## src/include/ifu_params.svh

```systemverilog
`ifndef IFU_PARAMS_SVH
`define IFU_PARAMS_SVH

// boot rom entry in kseg1
`define RESET_PC      32'hbfc0_0000

// exception entry points while BEV is set
`define GENERAL_EX_PC 32'hbfc0_0380
`define REFILL_EX_PC  32'hbfc0_0200

// virtual page number, 4 KB pages
`define VPN_WD 20

// physical frame number, kept 32-bit physical space
`define PFN_WD 20

`endif

```

## src/hw/mips_exc_pkg.sv

```systemverilog
package mips_exc_pkg;

    // exception tag carried with each fetched item
    // bits 3:0 hold the CP0 ExcCode, bit 4 is the refill flag
    // tlbl_refill and tlbl_inv both report ExcCode 2 to CP0,
    // the flag picks the refill vector over the general one
    typedef enum logic [4:0] {
        exc_none        = 5'h00,
        exc_tlbl_inv    = 5'h02,
        exc_adel        = 5'h04,
        exc_tlbl_refill = 5'h12
    } exc_code_t;

    // source of the next fetch PC, listed from lowest priority up
    typedef enum logic [2:0] {
        pc_sel_seq,     // pc + 4
        pc_sel_branch,  // taken branch from decode
        pc_sel_general, // general exception vector
        pc_sel_refetch, // replay of a refetched instruction
        pc_sel_refill,  // tlb refill vector
        pc_sel_eret     // return to epc
    } pc_sel_t;

endpackage

```

## src/hw/tlb_entry_pkg.sv

```systemverilog
`include "ifu_params.svh"

package tlb_entry_pkg;

    // C field of EntryLo, 2 = uncached, 3 = cacheable
    typedef logic [2:0] cache_attr_t;

    // one half of an even/odd page pair
    typedef struct packed {
        logic [`PFN_WD-1:0] pfn;
        cache_attr_t        c;
        logic               d;  // dirty, i.e. writable
        logic               v;  // valid
    } tlb_half_t;

endpackage

```

## src/hw/ifu_front.sv

```systemverilog
`timescale 1ns/1ps

module ifu_front (
    input  logic                     clk,
    input  logic                     reset,
    // redirects
    input  logic                     br_taken,
    input  logic [31:0]              br_target,
    input  logic                     flush,
    input  logic                     flush_refill,
    input  logic                     eret,
    input  logic [31:0]              epc,
    input  logic                     refetch,
    input  logic [31:0]              refetch_pc,
    // main tlb lookup
    input  logic                     tlb_buffer_flush,
    output logic [31:13]             tlb_vpn,
    input  logic                     tlb_found,
    input  tlb_entry_pkg::tlb_half_t tlb_even,
    input  tlb_entry_pkg::tlb_half_t tlb_odd,
    // instruction memory
    output logic                     wb_cyc,
    output logic                     wb_stb,
    output logic                     wb_we,
    output logic [31:0]              wb_adr,
    input  logic [31:0]              wb_dat_i,
    input  logic                     wb_ack,
    // decode side
    input  logic                     ds_allowin,
    output logic                     fetch_valid,
    output logic [31:0]              fetch_pc,
    output logic [31:0]              fetch_inst,
    output logic                     fetch_ex,
    output logic                     fetch_bdd,
    output mips_exc_pkg::exc_code_t  fetch_exc
);
    import mips_exc_pkg::*;

    logic [31:0] ps_pc;
    logic [31:0] ps_pa;
    logic        ps_valid;
    logic        ps_ex;
    logic        ps_bdd;
    exc_code_t   ps_exc;
    logic        fs_allowin;
    logic        itlb_stall;
    logic        itlb_ex;
    exc_code_t   itlb_exc;
    logic        fs_flush;

    // eret also kills everything younger than itself
    assign fs_flush = flush | eret;

    pre_if_stage pre_if_stage_inst (
        .clk          (clk),
        .reset        (reset),
        .br_taken     (br_taken),
        .br_target    (br_target),
        .flush        (flush),
        .flush_refill (flush_refill),
        .eret         (eret),
        .epc          (epc),
        .refetch      (refetch),
        .refetch_pc   (refetch_pc),
        .fs_allowin   (fs_allowin),
        .itlb_stall   (itlb_stall),
        .itlb_ex      (itlb_ex),
        .itlb_exc     (itlb_exc),
        .ps_pc        (ps_pc),
        .ps_valid     (ps_valid),
        .ps_ex        (ps_ex),
        .ps_bdd       (ps_bdd),
        .ps_exc       (ps_exc)
    );

    itlb_stage itlb_stage_inst (
        .clk              (clk),
        .reset            (reset),
        .vaddr            (ps_pc),
        .tlb_buffer_flush (tlb_buffer_flush),
        .tlb_found        (tlb_found),
        .tlb_even         (tlb_even),
        .tlb_odd          (tlb_odd),
        .tlb_vpn          (tlb_vpn),
        .paddr            (ps_pa),
        .itlb_stall       (itlb_stall),
        .itlb_ex          (itlb_ex),
        .itlb_exc         (itlb_exc)
    );

    inst_fetch_wb inst_fetch_wb_inst (
        .clk         (clk),
        .reset       (reset),
        .ps_valid    (ps_valid),
        .ps_pc       (ps_pc),
        .ps_pa       (ps_pa),
        .ps_ex       (ps_ex),
        .ps_bdd      (ps_bdd),
        .ps_exc      (ps_exc),
        .flush       (fs_flush),
        .fs_allowin  (fs_allowin),
        .wb_cyc      (wb_cyc),
        .wb_stb      (wb_stb),
        .wb_we       (wb_we),
        .wb_adr      (wb_adr),
        .wb_dat_i    (wb_dat_i),
        .wb_ack      (wb_ack),
        .ds_allowin  (ds_allowin),
        .fetch_valid (fetch_valid),
        .fetch_pc    (fetch_pc),
        .fetch_inst  (fetch_inst),
        .fetch_ex    (fetch_ex),
        .fetch_bdd   (fetch_bdd),
        .fetch_exc   (fetch_exc)
    );

endmodule

```

## src/hw/inst_fetch_wb.sv

```systemverilog
`timescale 1ns/1ps

module inst_fetch_wb (
    input  logic                    clk,
    input  logic                    reset,
    // item from pre-fetch
    input  logic                    ps_valid,
    input  logic [31:0]             ps_pc,
    input  logic [31:0]             ps_pa,
    input  logic                    ps_ex,
    input  logic                    ps_bdd,
    input  mips_exc_pkg::exc_code_t ps_exc,
    input  logic                    flush,     // flush or eret
    output logic                    fs_allowin,
    // wishbone classic read master
    output logic                    wb_cyc,
    output logic                    wb_stb,
    output logic                    wb_we,
    output logic [31:0]             wb_adr,
    input  logic [31:0]             wb_dat_i,
    input  logic                    wb_ack,
    // toward decode
    input  logic                    ds_allowin,
    output logic                    fetch_valid,
    output logic [31:0]             fetch_pc,
    output logic [31:0]             fetch_inst,
    output logic                    fetch_ex,
    output logic                    fetch_bdd,
    output mips_exc_pkg::exc_code_t fetch_exc
);
    import mips_exc_pkg::*;

    logic        cyc_q;
    logic        discard_q;  // open cycle belongs to a flushed item
    logic [31:0] adr_q;
    logic [31:0] pend_pc;
    logic        pend_bdd;
    logic        accept;
    logic        bus_done;
    exc_code_t   out_exc;

    assign fs_allowin = ~cyc_q & (~fetch_valid | ds_allowin);
    assign accept     = ps_valid & fs_allowin & ~flush;
    assign bus_done   = cyc_q & wb_ack & ~discard_q & ~flush;

    always_ff @(posedge clk) begin
        if (reset) begin
            cyc_q     <= 1'b0;
            discard_q <= 1'b0;
        end else begin
            if (accept & ~ps_ex) begin
                cyc_q <= 1'b1;
            end else if (cyc_q & wb_ack) begin
                cyc_q <= 1'b0;
            end
            if (cyc_q & wb_ack) begin
                discard_q <= 1'b0;
            end else if (cyc_q & flush) begin
                discard_q <= 1'b1;  // let the slave finish, ignore the data
            end
        end
    end

    // address and item info held for the whole cycle
    always_ff @(posedge clk) begin
        if (accept & ~ps_ex) begin
            adr_q    <= ps_pa;
            pend_pc  <= ps_pc;
            pend_bdd <= ps_bdd;
        end
    end

    assign wb_cyc = cyc_q;
    assign wb_stb = cyc_q;
    assign wb_we  = 1'b0;
    assign wb_adr = adr_q;

    // output slot
    always_ff @(posedge clk) begin
        if (reset) begin
            fetch_valid <= 1'b0;
        end else if (flush) begin
            fetch_valid <= 1'b0;
        end else if (bus_done | (accept & ps_ex)) begin
            fetch_valid <= 1'b1;
        end else if (ds_allowin) begin
            fetch_valid <= 1'b0;
        end
    end

    always_ff @(posedge clk) begin
        if (bus_done) begin
            fetch_pc   <= pend_pc;
            fetch_inst <= wb_dat_i;
            fetch_ex   <= 1'b0;
            out_exc    <= exc_none;
            fetch_bdd  <= pend_bdd;
        end else if (accept & ps_ex) begin
            // faulting item never touches the bus
            fetch_pc   <= ps_pc;
            fetch_inst <= 32'd0;
            fetch_ex   <= 1'b1;
            out_exc    <= ps_exc;
            fetch_bdd  <= ps_bdd;
        end
    end

    assign fetch_exc = out_exc;

endmodule

```

## src/hw/itlb_stage.sv

```systemverilog
`timescale 1ns/1ps
`include "ifu_params.svh"

module itlb_stage (
    input  logic                     clk,
    input  logic                     reset,
    input  logic [31:0]              vaddr,
    input  logic                     tlb_buffer_flush,
    // answer from the main tlb, same cycle as tlb_vpn
    input  logic                     tlb_found,
    input  tlb_entry_pkg::tlb_half_t tlb_even,
    input  tlb_entry_pkg::tlb_half_t tlb_odd,
    output logic [31:13]             tlb_vpn,
    output logic [31:0]              paddr,
    output logic                     itlb_stall,
    output logic                     itlb_ex,
    output mips_exc_pkg::exc_code_t  itlb_exc
);
    import mips_exc_pkg::*;
    import tlb_entry_pkg::*;

    logic [`VPN_WD-1:0] vpn;
    logic               unmapped;
    logic               hit;
    tlb_half_t          sel_half;

    // captured page pair
    logic               ent_valid;
    logic [31:13]       ent_vpn2;
    logic               ent_found;  // cleared when the main tlb had no match
    tlb_half_t          ent_even;
    tlb_half_t          ent_odd;

    assign vpn = vaddr[31:32-`VPN_WD];

    // kseg0 and kseg1 bypass the tlb
    assign unmapped = vaddr[31:30] == 2'b10;

    assign hit      = ent_valid & (ent_vpn2 == vpn[`VPN_WD-1:1]);
    assign sel_half = vpn[0] ? ent_odd : ent_even;

    assign tlb_vpn    = vpn[`VPN_WD-1:1];
    assign itlb_stall = ~unmapped & ~hit;

    always_ff @(posedge clk) begin
        if (reset) begin
            ent_valid <= 1'b0;
        end else if (tlb_buffer_flush) begin
            ent_valid <= 1'b0;   // main tlb was written, drop the copy
        end else if (itlb_stall) begin
            ent_valid <= 1'b1;
        end
    end

    // payload, only looked at while ent_valid is set
    always_ff @(posedge clk) begin
        if (itlb_stall) begin
            ent_vpn2  <= vpn[`VPN_WD-1:1];
            ent_found <= tlb_found;
            ent_even  <= tlb_even;
            ent_odd   <= tlb_odd;
        end
    end

    always_comb begin
        if (unmapped) begin
            paddr = {3'b000, vaddr[28:0]};
        end else begin
            paddr = {sel_half.pfn, vaddr[11:0]};
        end
    end

    // only a resolved mapped lookup can fault
    assign itlb_ex  = ~unmapped & hit & (~ent_found | ~sel_half.v);
    assign itlb_exc = ~itlb_ex   ? exc_none        :
                      ~ent_found ? exc_tlbl_refill :
                                   exc_tlbl_inv;

endmodule

```

## src/hw/pre_if_stage.sv

```systemverilog
`timescale 1ns/1ps
`include "ifu_params.svh"

module pre_if_stage (
    input  logic                    clk,
    input  logic                    reset,
    // redirects from later stages
    input  logic                    br_taken,
    input  logic [31:0]             br_target,
    input  logic                    flush,
    input  logic                    flush_refill,
    input  logic                    eret,
    input  logic [31:0]             epc,
    input  logic                    refetch,
    input  logic [31:0]             refetch_pc,
    // back-pressure from fetch
    input  logic                    fs_allowin,
    // translation status for the current pc
    input  logic                    itlb_stall,
    input  logic                    itlb_ex,
    input  mips_exc_pkg::exc_code_t itlb_exc,
    // item toward fetch
    output logic [31:0]             ps_pc,
    output logic                    ps_valid,
    output logic                    ps_ex,
    output logic                    ps_bdd,
    output mips_exc_pkg::exc_code_t ps_exc
);
    import mips_exc_pkg::*;

    logic [31:0] pc_q;
    logic [31:0] seq_pc;
    logic [31:0] next_pc;
    pc_sel_t     pc_sel;
    logic        adel_ex;
    logic        pc_load;

    assign seq_pc = pc_q + 32'd4;

    // eret beats flush, flush beats branch
    always_comb begin
        if (eret) begin
            pc_sel = pc_sel_eret;
        end else if (flush) begin
            if (flush_refill) begin
                pc_sel = pc_sel_refill;
            end else if (refetch) begin
                pc_sel = pc_sel_refetch;
            end else begin
                pc_sel = pc_sel_general;
            end
        end else if (br_taken) begin
            pc_sel = pc_sel_branch;
        end else begin
            pc_sel = pc_sel_seq;
        end
    end

    always_comb begin
        case (pc_sel)
            pc_sel_eret:    next_pc = epc;
            pc_sel_refill:  next_pc = `REFILL_EX_PC;
            pc_sel_refetch: next_pc = refetch_pc;
            pc_sel_general: next_pc = `GENERAL_EX_PC;
            pc_sel_branch:  next_pc = br_target;
            default:        next_pc = seq_pc;
        endcase
    end

    // advance on a transfer, redirects load unconditionally
    assign pc_load = (ps_valid & fs_allowin) | flush | eret;

    always_ff @(posedge clk) begin
        if (reset) begin
            pc_q <= `RESET_PC;
        end else if (pc_load) begin
            pc_q <= next_pc;
        end
    end

    assign ps_pc = pc_q;

    // fetch is word sized
    assign adel_ex = pc_q[1:0] != 2'b00;

    // a misaligned pc needs no translation, so it may leave during a stall
    assign ps_valid = adel_ex | ~itlb_stall;

    // adel wins over any tlb fault on the same pc
    assign ps_ex  = adel_ex | itlb_ex;
    assign ps_exc = adel_ex ? exc_adel :
                    itlb_ex ? itlb_exc :
                              exc_none;

    // this item is the one after the delay slot, its successor is the target
    assign ps_bdd = br_taken & ~flush & ~eret;

endmodule

```

## config.mk

```make
export PLATFORM = sky130hd
export DESIGN_NAME = ifu_front
export DESIGN_NICKNAME = d
export VERILOG_FILES = /design/src/hw/mips_exc_pkg.sv /design/src/hw/tlb_entry_pkg.sv /design/src/hw/ifu_front.sv /design/src/hw/inst_fetch_wb.sv /design/src/hw/itlb_stage.sv /design/src/hw/pre_if_stage.sv
export VERILOG_INCLUDE_DIRS = /design/src /design/src/include
export SDC_FILE = /design/constraint.sdc
export NUM_CORES = 1
export LEC_CHECK = 0
export ABC_AREA = 1
export BUFFER_PORTS_ARGS = -buffer_cell sky130_fd_sc_hd__buf_4
export CAP_MARGIN = 30
export CORE_ASPECT_RATIO = 1.75
export CORE_UTILIZATION = 42
export DETAILED_ROUTE_END_ITERATION = 16
export GPL_TIMING_DRIVEN = 0
export PLACE_DENSITY_LB_ADDON = 0.12
export SLEW_MARGIN = 30
export SYNTH_ARGS = -nofsm -noshare
export SYNTH_HDL_FRONTEND = slang
export SYNTH_SLANG_ARGS = --single-unit
export TNS_END_PERCENT = 5
```

## constraint.sdc

```tcl
create_clock -name clk -period 5.2 [get_ports clk]
set_input_delay 0.78 -clock clk [delete_from_list [all_inputs] [get_ports clk]]
set_output_delay 0.78 -clock clk [all_outputs]
set_load 0.05 [all_outputs]
```

* Word level (Yosys, flattened, before mapping)
Cells that the tools add are included.
Cells by class: $add $sub $neg 1, equal/unequal tests 7, bitwise logic cells 35, muxes and demuxes 21, reductions and logical operators 7
Operators with widths (count):
- $pmux 32 s5 | 1
- $mux 32 | 4
- $add 32x3->32 const B | 1
- $mux 29 | 1
- $mux 25 | 1
- $eq 19x19->1 | 1
- $and 1x1->1 | 15
- $mux 5 | 3
- $not 1->1 | 12
- $mux 3 | 3
- $mux 1 | 8
- $or 1x1->1 | 8
- $reduce_bool 2->1 | 4
- $eq 3x2->1 const B | 2
- $eq 3x3->1 const B | 2
- $reduce_or 2->1 | 3
- $eq 3x1->1 const B | 1
- $eq 2x2->1 const B | 1
Word-level totals: register bits after elaboration 242, output and inout port bits 126, word-level logic and storage cells 95

* Depth between registers and ports, before layout
depth after elaboration 11, depth in mapped cells 15

* Cells and area by module
Synthesis repeated with hierarchy kept, for this count alone.
Unflattened totals: cell total of the unflattened synthesis 1200, area total of the unflattened synthesis 11004.3 um^2
Modules (own cells, without submodules):
- inst_fetch_wb | cells each 368, times used 1, sequential area each 4083.9 um^2, area each 5026.1 um^2
- pre_if_stage | cells each 560, times used 1, sequential area each 640.6 um^2, area each 3046.7 um^2
- itlb_stage | cells each 269, times used 1, sequential area each 1881.8 um^2, area each 2920.3 um^2
- ifu_front | cells each 3, times used 1, sequential area each 0.0 um^2, area each 11.3 um^2

* Least setup slack after synthesis
OpenSTA, ideal clock, no wires.
path kind input -> register, start point in eret, end point reg inst_fetch_wb_inst.pend_bdd, enable pin, data arrival time 4915 ps, path buffers 1, stages on the path 4, path slack -246 ps, data required time 4668 ps, cell sequence buf_2 > nor2_4 > inv_1 > nor3_1
Between the ends: word-level cells in the longest chain between the ends 4
Ends and longest elaborated chain:
- from (decl) | RTL line ifu_front.sv:11 | input logic eret,
- $or 1x1->1 | RTL line ifu_front.sv:52 | assign fs_flush = flush | eret;
- $not 1->1 | RTL line inst_fetch_wb.sv:43 | assign accept = ps_valid & fs_allowin & ~flush;
- $and 1x1->1 | RTL line inst_fetch_wb.sv:43
- $and 1x1->1 | RTL line inst_fetch_wb.sv:66 | if (accept & ~ps_ex) begin
- to (signal assigned) | RTL line inst_fetch_wb.sv:69 | pend_bdd <= ps_bdd;
- to (decl) | RTL line inst_fetch_wb.sv:37 | logic pend_bdd;
Every way passes these cells. A chain may end at the register's enable or synchronous reset.

* Worst setup path after layout
start point reg pre_if_stage_inst.pc_q[26] (netlist: pre_if_stage_inst.ps_pc[26]), end point reg inst_fetch_wb_inst.fetch_inst[8], enable pin
Between the ends: word-level cells in the longest chain between the ends 10, elaborated cells between the ends (all ways) 13, those cells by class eq/ne (1); bitwise (11); reduce/logical (1)
Ends and longest elaborated chain:
- from (decl) | RTL line pre_if_stage.sv:31 | logic [31:0] pc_q;
- from (signal assigned) | RTL line pre_if_stage.sv:75 | pc_q <= `RESET_PC;
- from (signal assigned) | RTL line pre_if_stage.sv:77 | pc_q <= next_pc;
- $eq 19x19->1 (*) | RTL line itlb_stage.sv:39 | assign hit = ent_valid & (ent_vpn2 == vpn[`VPN_WD-1:1]);
- $and 1x1->1 (*) | RTL line itlb_stage.sv:39
- $not 1->1 | RTL line itlb_stage.sv:43 | assign itlb_stall = ~unmapped & ~hit;
- $and 1x1->1 | RTL line itlb_stage.sv:43
- $not 1->1 | RTL line pre_if_stage.sv:87 | assign ps_valid = adel_ex | ~itlb_stall;
- $or 1x1->1 | RTL line pre_if_stage.sv:87
- $and 1x1->1 (2 in series) | RTL line inst_fetch_wb.sv:43
- $and 1x1->1 (*) | RTL line inst_fetch_wb.sv:98 | end else if (accept & ps_ex) begin
- $reduce_bool 2->1 (no source line) (*)
- to (signal assigned) | RTL line inst_fetch_wb.sv:94 | fetch_inst <= wb_dat_i;
- to (decl) | RTL line inst_fetch_wb.sv:26 | output logic [31:0] fetch_inst,
Every way passes the cells marked *; elsewhere a longest branch is shown, timed or not.

==> flow_summary.json <==
{
  "hold_path.class": "in2reg",
  "nFillCells": 2173,
  "netlist.area_leader.share_pct": 52.59,
  "peakVddDrop_uv": 326.2,
  "grt_usage_pct": 25.69,
  "num_io_pins": 315,
  "finClkSkew_ns": 0.01347,
  "dr.pass1.iters": 5,
  "cts_buffer_depth": 3,
  "endpoint_kind": "flip-flop",
  "fmax_ghz": 0.3173,
  "ys_seq_area_share_pct": 60.38,
  "post-dp-hpwl_um": 25820,
  "cts_resized": 0,
  "cp_common_cell": "nand2_1",
  "yosys.area.top_type": "edfxtp_1",
  "rrSetupSlack_ns": 2.05,
  "htreeDepth": 1,
  "clkLatencyLatePin_ns": 0.52,
  "critPathMaxStageDelay_ns": 0.60,
  "p_leak_uw": 0.006062,
  "slew_headroom_pct": 39.86,
  "drtAntennaViolNets": 0,
  "start_util_pct": 42.78,
  "postSynthAreaPerCell_um2": 9.578,
  "core_area_mm2": 0.02402,
  "synth_seq_cells": 220,
  "cts_setup_buffers": 0,
  "n_antenna_cell": 0,
  "grt_pass1_wl_um": 48270,
  "portBuffers": 302,
  "arrival_ns": 3.35,
  "die_w_um": 120.3,
  "vias_per_cell": 5.018,
  "grt_overflow": 0,
  "drive_gt1_share_pct": 30.81,
  "crit_type": "reg2reg",
  "grt_pass1_vias": 8581,
  "final_cells": 1733,
  "synth.distinct_cells": 38,
  "path_clk_slew_ns": 0.07,
  "finish.instance_area_mm2": 0.01392,
  "slowest_stage": "dfxtp_1",
  "grt_max_degree": 50,
  "drt_first_iter_violations": 513,
  "placed_cell_area_mm2": 0.01311,
  "drc": 0,
  "place.gp.congestion": 0.9107,
  "finalCritPeriodShare_pct": 60.61,
  "syn_inst": 1073,
  "grt_antenna_before_repair": 0,
  "drt-total-wl_um": 32900,
  "crit_required_ns": 5.39,
  "p_per_area_mw_per_mm2": 351.1,
  "holdWs_ns": 0.4391,
  "yosysWarnings": 0,
  "worstPathMaxFanout": 49,
  "hold_viol": 0,
  "cap_violations": 0,
  "crit_chain": "inv_2 > nand2_1 > nand2_1 > nor2_1 > nand2_1 > nor2_1 > nand4_1 > nand2_1 > nand4_1 > nand2_4 > buf_16",
  "final.min_clock_period_ns": 3.152,
  "rows": 75,
  "critPathTopFamily": "simple AND/OR/NAND/NOR gates",
  "finalSetupViolations": 0,
  "place_ws_ns": 1.870,
  "finalSetupTns_ns": 0,
  "die_h_um": 208.9,
  "outcome": "completed",
  "cts_sinks": 220,
  "critPathBufInv": 2,
  "worst_pin_slew_ns": 0.8972,
  "vias": 8697,
  "nNetsFinal": 1599,
  "synth_area_mm2": 0.01028,
  "rsz0062_at_grt": "false",
  "clock-root-buffer": "clkbuf_16",
  "ctsHoldBuffers": 0,
  "dp_cells": 1693,
  "drv_slew": 0,
  "finalWorstSetupSlack_ns": 2.048,
  "avgRoutedWirePerCell_um": 18.98,
  "critical_path.startpoint_type": "flip-flop",
  "tritoncts": "yes",
  "die-area_mm2": 0.02512,
  "numCtsBuffers": 22,
  "ys_top_cells_by_area": "edfxtp_1, nand2_1, dfxtp_1, nor2_1, inv_1",
  "area_growth_pct": 35.40
}
[cells in the mapped netlist]
cell type and instances:
nand2_1 270, edfxtp_1 180, nor2_1 130, inv_1 96, o21ai_0 67, buf_4 41, dfxtp_1 40, a21oi_1 38
nand3_1 25, xor2_1 23, nand4_1 19, a22o_1 18, clkbuf_1 18, nor3_1 18, a22oi_1 16, buf_2 14
inv_2 14, a211oi_1 10, nor3_2 5, nor2_2 4, buf_1 3, buf_6 3, nand2_2 3, nand3_2 3
a31oi_1 2, a221oi_1 1, buf_8 1, conb_1 1, ha_1 1, nand2_4 1, nor2_4 1, nor3b_1 1
nor4_1 1, o2111ai_1 1, o211ai_1 1, o211ai_2 1, o21ai_1 1, or2_2 1
[power by group]
part / switching (uW) / internal [uW]
logic: 595 / 338
clock network: 682 / 1090
registers: 95.1 / 2080
[final timing paths]
kind	startpoint	endpoint	cells past startpoint
worst max register to register	pre_if_stage_inst.ps_pc[26]	inst_fetch_wb_inst.fetch_inst[8]	11
worst min register to register	inst_fetch_wb_inst.fetch_ex	inst_fetch_wb_inst.fetch_ex	2
worst max-delay path	pre_if_stage_inst.ps_pc[26]	inst_fetch_wb_inst.fetch_inst[8]	11
worst min-delay path	tlb_found	itlb_stage_inst.ent_found	1
[layout by cell type (no fill, tap or decap), drive strengths merged]
cell type  instances
a31oi              2
o211ai             2
dfxtp             40
edfxtp           180
nor2             135
inv              110
a22oi             16
or2                1
clkbuf            46
bufinv             5
nor3b              1
clkinv             6
o2111ai            1
ha                 1
a21oi             38
a211oi            10
a22o              18
conb               3
a221oi             1
buf              372
nand2            274
nor4               1
nand4             19
clkinvlp           1
nand3             28
o21ai             68
xor2              23
nor3              23
[cell type report]
cell class | instances | area [um2] | area share [%]
timing repair buffer | 310 | 2405 | 17.28
buffer | 80 | 505.5 | 3.632
tap | 308 | 385.4 | 2.769
inverter | 110 | 412.9 | 2.967
clock buffer | 28 | 624.3 | 4.487
sequential | 220 | 6206 | 44.60
multi-input combinational | 665 | 3194 | 22.95
clock inverter | 12 | 182.7 | 1.313
[sequential cells by signal (all words and copies together) (netlist names)]
| signal | count |
|---|---|
| inst_fetch_wb_inst.fetch_exc | 3 |
| inst_fetch_wb_inst.discard_q | 1 |
| inst_fetch_wb_inst.fetch_bdd | 1 |
| inst_fetch_wb_inst.wb_adr | 20 |
| itlb_stage_inst.ent_odd | 21 |
| itlb_stage_inst.ent_vpn2 | 19 |
| inst_fetch_wb_inst.wb_cyc | 1 |
| inst_fetch_wb_inst.fetch_inst | 32 |
| inst_fetch_wb_inst.pend_pc | 32 |
| itlb_stage_inst.ent_valid | 1 |
| inst_fetch_wb_inst.fetch_ex | 1 |
| inst_fetch_wb_inst.fetch_valid | 1 |
| itlb_stage_inst.ent_found | 1 |
| inst_fetch_wb_inst.fetch_pc | 32 |
| pre_if_stage_inst.ps_pc | 32 |
| inst_fetch_wb_inst.pend_bdd | 1 |
| itlb_stage_inst.ent_even | 21 |
[stage by stage]
stage	total power, uW	utilization [%]
floorplan	2768	-
global placement	3130	53.87
detailed placement	3153	54.57
CTS	4918	57.93
global route	5061	57.93
finish	4886	57.93
[logic make-up (layout without fill, tap and decap cells)]
family | after synthesis | in the layout | share of synthesized area (%)
adders and majority gates | 1 | 1 | 0.1217
AOI/OAI and AO/OA | 156 | 156 | 9.082
other | 1 | 3 | 0.03649
and+or+nand+nor | 482 | 482 | 19.48
xor gates and xnor gates | 23 | 23 | 1.960
DFF | 220 | 220 | 60.38
buffers and inverters | 190 | 540 | 8.936
[per-layer routing]
layer | routed length (um) | global-route usage, %
met5 | 0 | 0
met2 | 18960 | 52.73
met1 | 11180 | 25.55
met4 | 862 | 7.705
met3 | 1898 | 3.657
Note: power is estimated with default switching activity, not from simulation.
